File: config.mk
export PLATFORM = sky130hd
export DESIGN_NAME = rename_unit
export DESIGN_NICKNAME = d
export VERILOG_FILES = /design/src/rename_pkg.sv /design/src/free_list.sv /design/src/rename_map.sv /design/src/rename_unit.sv
export SDC_FILE = /design/constraint.sdc
export NUM_CORES = 2
export LEC_CHECK = 0
export ABC_AREA = 1
export BUFFER_PORTS_ARGS = -buffer_cell sky130_fd_sc_hd__buf_2
export CORE_MARGIN = 5
export CORE_UTILIZATION = 30
export CTS_CLUSTER_SIZE = 8
export DETAILED_ROUTE_END_ITERATION = 16
export PLACE_DENSITY = 0.54
export SETUP_SLACK_MARGIN = 0.3
export SYNTH_ARGS = -nofsm -noshare
export SYNTH_HDL_FRONTEND = slang
export SYNTH_SLANG_ARGS = --single-unit
File: constraint.sdc
create_clock -name clk -period 34.6 [get_ports clk]
set_input_delay 6.92 -clock clk [delete_from_list [all_inputs] [get_ports clk]]
set_output_delay 6.92 -clock clk [all_outputs]
set_load 0.02 [all_outputs]
File: src/rename_pkg.sv
// ==========================================================
// register counts and struct types shared by the rename block
// ==========================================================

package rename_pkg;

	localparam int ARCH_REG_W  = 4;	// 16 architectural registers
	localparam int PHYS_REG_W  = 6;	// 64 physical registers
	localparam int NUM_ARCH    = 1 << ARCH_REG_W;
	localparam int NUM_PHYS    = 1 << PHYS_REG_W;
	localparam int NUM_COMMITS = 2;	// commit lanes per cycle

	// free list sizing
	localparam int NUM_FREE_INIT = NUM_PHYS - NUM_ARCH;	// regs free out of reset
	localparam int FL_CNT_W      = PHYS_REG_W + 1;	// count reaches NUM_PHYS

	// one instruction into rename
	typedef struct packed {
		logic                  valid;
		logic                  regwrite;	// instruction has a destination
		logic [ARCH_REG_W-1:0] src1;
		logic [ARCH_REG_W-1:0] src2;
		logic [ARCH_REG_W-1:0] dst;
	} rename_req_t;

	// renamed operands, same cycle as the request
	typedef struct packed {
		logic                  valid;
		logic [PHYS_REG_W-1:0] phys_src1;
		logic [PHYS_REG_W-1:0] phys_src2;
		logic [PHYS_REG_W-1:0] phys_dst;
	} rename_rsp_t;

	// one commit lane
	typedef struct packed {
		logic                  valid;
		logic                  with_write;
		logic [PHYS_REG_W-1:0] phys_reg;	// dst given at rename
	} commit_t;

	// mapping displaced by an allocation, freed at commit
	typedef struct packed {
		logic                  has_old;
		logic [PHYS_REG_W-1:0] old_phys;
	} old_map_t;

endpackage

File: src/free_list.sv
// ==========================================================
// free physical register list, circular FIFO
// multi-lane push, single pop, preloaded at reset
// ==========================================================

module free_list (
	input  logic                                clk,
	input  logic                                reset,
	input  logic [rename_pkg::NUM_COMMITS-1:0]  push,
	input  logic [rename_pkg::PHYS_REG_W-1:0]   push_id [rename_pkg::NUM_COMMITS],
	input  logic                                pop,
	output logic [rename_pkg::PHYS_REG_W-1:0]   pop_id,
	output logic                                empty,
	output logic                                next_empty
);

	import rename_pkg::*;

	// storage, one slot per physical register
	logic [PHYS_REG_W-1:0] fifo_mem [NUM_PHYS];

	logic [PHYS_REG_W-1:0] head;	// oldest free entry
	logic [PHYS_REG_W-1:0] tail;	// next slot to write
	logic [FL_CNT_W-1:0]   count;	// entries held
	logic [FL_CNT_W-1:0]   count_next;

	logic [FL_CNT_W-1:0]   push_cnt;	// active push lanes this cycle
	logic [PHYS_REG_W-1:0] wr_slot [NUM_COMMITS];	// target slot per lane
	logic                  do_pop;

	// lanes pack into consecutive slots, lane 0 first
	always_comb begin
		push_cnt = '0;
		for (int i = 0; i < NUM_COMMITS; i++) begin
			wr_slot[i] = tail + push_cnt[PHYS_REG_W-1:0];	// skips idle lanes
			if (push[i]) begin
				push_cnt = push_cnt + 1'b1;
			end
		end
	end

	// never pop past the last entry
	assign do_pop = pop & ~empty;

	assign count_next = count + push_cnt - FL_CNT_W'(do_pop);

	assign empty      = (count == '0);
	assign next_empty = (count_next == '0);	// state after this edge

	// head entry always visible, popped or not
	assign pop_id = fifo_mem[head];

	// memory, preload wraps so slots 0..47 hold 16..63
	always_ff @(posedge clk or posedge reset) begin
		if (reset) begin
			for (int i = 0; i < NUM_PHYS; i++) begin
				fifo_mem[i] <= PHYS_REG_W'(NUM_ARCH + i);
			end
		end else begin
			for (int i = 0; i < NUM_COMMITS; i++) begin
				if (push[i]) begin
					fifo_mem[wr_slot[i]] <= push_id[i];
				end
			end
		end
	end

	// pointers and occupancy
	always_ff @(posedge clk or posedge reset) begin
		if (reset) begin
			head  <= '0;
			tail  <= PHYS_REG_W'(NUM_FREE_INIT);	// first slot past the preload
			count <= FL_CNT_W'(NUM_FREE_INIT);
		end else begin
			head  <= head + PHYS_REG_W'(do_pop);	// wraps at NUM_PHYS
			tail  <= tail + push_cnt[PHYS_REG_W-1:0];
			count <= count_next;
		end
	end

endmodule

File: src/rename_map.sv
// ==========================================================
// architectural to physical map table, old-mapping table
// rename decode, free list pop and commit release
// ==========================================================

module rename_map (
	input  logic                                clk,
	input  logic                                reset,
	input  rename_pkg::rename_req_t             req,
	input  rename_pkg::commit_t                 commit [rename_pkg::NUM_COMMITS],
	input  logic [rename_pkg::PHYS_REG_W-1:0]   pop_id,
	input  logic                                empty,
	input  logic                                next_empty,
	output logic                                pop,
	output logic [rename_pkg::NUM_COMMITS-1:0]  push,
	output logic [rename_pkg::PHYS_REG_W-1:0]   push_id [rename_pkg::NUM_COMMITS],
	output rename_pkg::rename_rsp_t             rsp,
	output logic                                can_rename
);

	import rename_pkg::*;

	// current mapping per architectural register
	logic [PHYS_REG_W-1:0] map_q [NUM_ARCH];

	// per physical reg, the mapping it displaced when allocated
	old_map_t old_q [NUM_PHYS];

	old_map_t commit_old [NUM_COMMITS];	// old entry looked up per lane
	logic     wants_write;	// valid request with a destination

	assign wants_write = req.valid & req.regwrite;

	// allocate only with a register at the head
	assign pop = wants_write & ~empty;

	// writing request on an empty list is dropped
	always_comb begin
		rsp.valid     = req.valid & ~(req.regwrite & empty);
		rsp.phys_src1 = map_q[req.src1];	// map before this cycle's write
		rsp.phys_src2 = map_q[req.src2];
		rsp.phys_dst  = req.regwrite ? pop_id : map_q[req.dst];
	end

	// commit lanes, release the displaced register
	always_comb begin
		for (int i = 0; i < NUM_COMMITS; i++) begin
			commit_old[i] = old_q[commit[i].phys_reg];
			push_id[i]    = commit_old[i].old_phys;
			push[i]       = commit[i].valid & commit[i].with_write & commit_old[i].has_old;
			// a reg released by an earlier lane is already cleared
			for (int j = 0; j < i; j++) begin
				if (push[j] && (commit[j].phys_reg == commit[i].phys_reg)) begin
					push[i] = 1'b0;
				end
			end
		end
	end

	// next cycle may take a writing request
	assign can_rename = ~next_empty;

	// map table, identity out of reset
	always_ff @(posedge clk or posedge reset) begin
		if (reset) begin
			for (int a = 0; a < NUM_ARCH; a++) begin
				map_q[a] <= PHYS_REG_W'(a);
			end
		end else if (pop) begin
			map_q[req.dst] <= pop_id;	// new producer of dst
		end
	end

	// old-mapping table
	always_ff @(posedge clk or posedge reset) begin
		if (reset) begin
			for (int p = 0; p < NUM_PHYS; p++) begin
				old_q[p] <= '0;	// nothing displaced yet
			end
		end else begin
			for (int i = 0; i < NUM_COMMITS; i++) begin
				if (push[i]) begin
					old_q[commit[i].phys_reg].has_old <= 1'b0;
				end
			end
			// allocation last, wins over a clear of the same entry
			if (pop) begin
				old_q[pop_id] <= '{has_old: 1'b1, old_phys: map_q[req.dst]};
			end
		end
	end

endmodule

File: src/rename_unit.sv
// ==========================================================
// rename unit top, map table joined to the free list
// ==========================================================

module rename_unit (
	input  logic                     clk,
	input  logic                     reset,
	input  rename_pkg::rename_req_t  req,
	input  rename_pkg::commit_t      commit [rename_pkg::NUM_COMMITS],
	output rename_pkg::rename_rsp_t  rsp,
	output logic                     can_rename
);

	import rename_pkg::*;

	// free list handshake, map side drives pop and push
	logic                   pop;
	logic [PHYS_REG_W-1:0]  pop_id;	// head of the list
	logic                   empty;
	logic                   next_empty;
	logic [NUM_COMMITS-1:0] push;
	logic [PHYS_REG_W-1:0]  push_id [NUM_COMMITS];	// released regs per lane

	rename_map u_map (
		.clk        (clk),
		.reset      (reset),
		.req        (req),
		.commit     (commit),
		.pop_id     (pop_id),
		.empty      (empty),
		.next_empty (next_empty),
		.pop        (pop),
		.push       (push),
		.push_id    (push_id),
		.rsp        (rsp),
		.can_rename (can_rename)
	);

	// 64-entry list, holds 16..63 after reset
	free_list u_free_list (
		.clk        (clk),
		.reset      (reset),
		.push       (push),
		.push_id    (push_id),
		.pop        (pop),
		.pop_id     (pop_id),
		.empty      (empty),
		.next_empty (next_empty)
	);

endmodule

==> impl_metrics.py <==
metrics = {
    "status": {
        "status": "finished, final reports clean",
    },
    "synth": {
        "ys_seq_area_share_pct": 38.6,
        "synth_top_cell_area_share_pct": 29.0,
        "synth_cells": 9558,
        "synth_ff_type": "dfrtp_1",
        "yosysWarnings": 0,
        "syn_avg_cell_area_sq_um": 6.50,
        "synth_cell_types": 42,
        "yosys-top-cells-area": "dfrtp_1 29%, nand2_1 25%, dfstp_2 9.6%",
        "syn_area_sq_um": 62100,
        "synth_fp_nets": 9609,
        "synth_largest_area_cell": "dfrtp_1",
        "synth_edf_count": 0,
        "ys_ff_latch": 947,
        "async_flop_share_pct": 100,
    },
    "die": {
        "die_h_microns": 465,
        "die_x_microns": 465,
        "coreArea_sq_um": 206000,
        "boundaryPins": 52,
        "start_util_pct": 30.1,
        "core.rowCount": 167,
        "die-area_sq_um": 216000,
    },
    "global_route": {
        "grt_pass1_vias": 62600,
        "antenna_found_initial": 8,
        "grt_max_degree": 204,
        "grt_pass1_wl_mm": 409,
        "gr-usage-all-layers_pct": 24.3,
        "overflow": 0,
    },
    "finish": {
        "layout_commonest_cell": "nand2_1",
        "fin_util_pct": 32.9,
        "nets": 9236,
        "layout_common_cells": "4196 x nand2_1, 798 x nand4_1, 717 x dfrtp_1",
        "area_growth_pct": 9.46,
        "drive_above_1_share_pct": 7.33,
        "fin_area_sq_um": 68000,
    },
    "power_and_ir_drop": {
        "seq_power_share_pct": 32.1,
        "p_total_w": 0.00478,
        "max-vdd-ir-drop_mv": 0.0831,
        "p_switching_w": 0.00227,
        "switching_share_pct": 47.5,
        "power.internal_w": 0.00251,
        "power.leakage_nw": 32.8,
        "power_density_nw_per_um2": 70.3,
        "pwr-share-clk_pct": 27.8,
        "pwr-share-comb_pct": 40.1,
    },
    "clocking": {
        "cts-buffers-inserted": 138,
        "clockBufferDepth": 3,
        "clock_sinks": 947,
        "ctsResizeCount": 0,
        "ctsHoldBuffers": 0,
        "cts_root_buf": "clkbuf_16",
        "worst_skew_pair.late_latency_ns": 0.82,
        "cts_tree": "built",
        "postCtsSetupBuffers": 0,
        "clkTransAtPathRegs_ns": 0.05,
        "htree_num_levels": 4,
    },
    "critical_path": {
        "cp-end-kind": "output pin",
        "crit_slowest_cell": "nand3_1",
        "worstPathArrival_ns": 13.86,
        "path_class": "primary input to output pin",
        "cp_common_cell": "nand2_1",
        "regToRegSetupSlack_ns": 28.24,
        "worst_ep_required_time_ns": 27.68,
        "start_kind": "primary input",
        "crit_fanout": 82,
        "critPathMaxStageDelay_ns": 0.79,
    },
    "sta": {
        "slew_violations": 0,
        "post-route-period-util_pct": 60.1,
        "timing.slew.headroom_pct": 17.6,
        "max_freq_mhz": 48.1,
        "rsz0062_at_grt": "no",
        "finalHoldViolations": 0,
        "timing.setup.tns_ns": 0,
        "finalSetupViolCount": 0,
        "final.setup_skew_ns": 0.0659,
        "period_needed_ns": 20.78,
        "worst_slew_pin_slew_ns": 1.24,
    },
    "detailed_routing": {
        "first_iter_violations": 8661,
        "drc_errors": 0,
        "wl_per_cell_microns": 22.8,
        "drt-vias-per-instance": 5.56,
        "drtAntennaViolNets": 0,
        "drtPass1Iterations": 6,
        "drt-total-wl_mm": 273,
        "num_vias": 66700,
    },
    "place": {
        "hpwl_mm": 169,
        "portBuffers": 51,
        "globalplace.congestion": 0.968,
        "place_area_sq_um": 63900,
    },
    "min_path": {
        "hold_path_class": "flop to flop",
    },
    "run": {
        "cap_violations": 0,
    },
}
## layout make-up
class                      count  area (sq um)
fill                       22600        138000
multi-input combinational   7411         33300
sequential                   947         24000
clock buffer                 217          3870
tap                         2704          3380
inverter                     513          1950
timing repair buffer         174          1270
clock inverter                12           210
antenna                        9          22.5
## logic make-up after synthesis
kind of cell	count (synthesis)	synth area share (%)
AOI/OAI and AO/OA	1106	9.62
xor gates and xnor gates	21	0.296
adders and majority gates	19	0.407
buffers and inverters	1200	8.05
DFF	947	38.6
and+or+nand+nor	6265	43.0
## Yosys cell counts, types with 2 or more instances
master       n
nor3_1      19
a22oi_1     49
o221ai_1    20
buf_4       44
nor2_2      19
nor3_2       3
nand3_2     34
clkbuf_1   386
nor4_1       3
clkbuf_2     2
a21oi_1    176
nand2_2     15
o211ai_1     7
nor2_4       3
nand2_1   4202
inv_1      486
fa_1         2
xnor2_1      7
clkinv_1     6
inv_2       20
o22ai_1    115
nand3b_1     5
nand4_1    798
buf_1       58
o21bai_1     2
o21ai_1     64
ha_1        17
nand3_1    636
o21ai_0    624
xor2_1      14
a31oi_1     46
dfrtp_1    719
dfstp_2    228
buf_6       13
buf_2      184
nor2_1     526
## sequential cells by signal (all words and copies together), names as in the netlist
name / cells
u_free_list.head: 6
u_map.old_q: 448
u_free_list.count: 7
u_free_list.fifo_mem: 384
u_map.map_q: 96
u_free_list.tail: 6
## metal layers
metal	GRT usage [%]	wire [microns]
met5	0	0
met4	11.0	12600
met3	4.38	22800
met2	38.4	124000
met1	32.5	114000
## through the flow
stage                     setup WS (ns)  hold WS, ns  std cells
final                             13.82        0.468      12000
after global routing              13.24        0.478      12000
after CTS                         13.85        0.471      12000
after detailed placement          13.91        0.458      11700
after global placement            13.92        0.454      11700
after floorplan                    1.42        0.442       9558
## power by group through the flow
stage                     Combinational (W)  Clock (W)  Sequential, W
after floorplan                     0.00118          0        0.00147
after global placement              0.00187          0        0.00154
after detailed placement            0.00188          0        0.00154
after CTS                           0.00188    0.00135        0.00153
after global routing                0.00205    0.00139        0.00156
final                               0.00191    0.00133        0.00154
## worst max-delay path: cells and delay by family
family | cells | cell delay [ns]
compound gates | 3 | 0.92
xor+xnor | 1 | 0.21
fa+ha+maj | 3 | 0.71
buf+inv | 7 | 1.88
simple gates | 15 | 3.11
## worst paths after layout
check,start,end,cells past startpoint
worst max-delay path,commit[8],can_rename,29
worst min-delay path,u_map.old_q[292]$_DFFE_PP0P_,u_map.old_q[292]$_DFFE_PP0P_,2
worst max register to register,u_map.old_q[405]$_DFF_PP0_,u_free_list.fifo_mem[236]$_DFF_PP0_,18
worst min register to register,u_map.old_q[292]$_DFFE_PP0P_,u_map.old_q[292]$_DFFE_PP0P_,2
max in group asynchronous,reset,u_map.old_q[154]$_DFFE_PP0P_,6
min in group asynchronous,reset,u_free_list.fifo_mem[262]$_DFF_PP0_,2
Note: power is estimated with default switching activity, not from simulation.
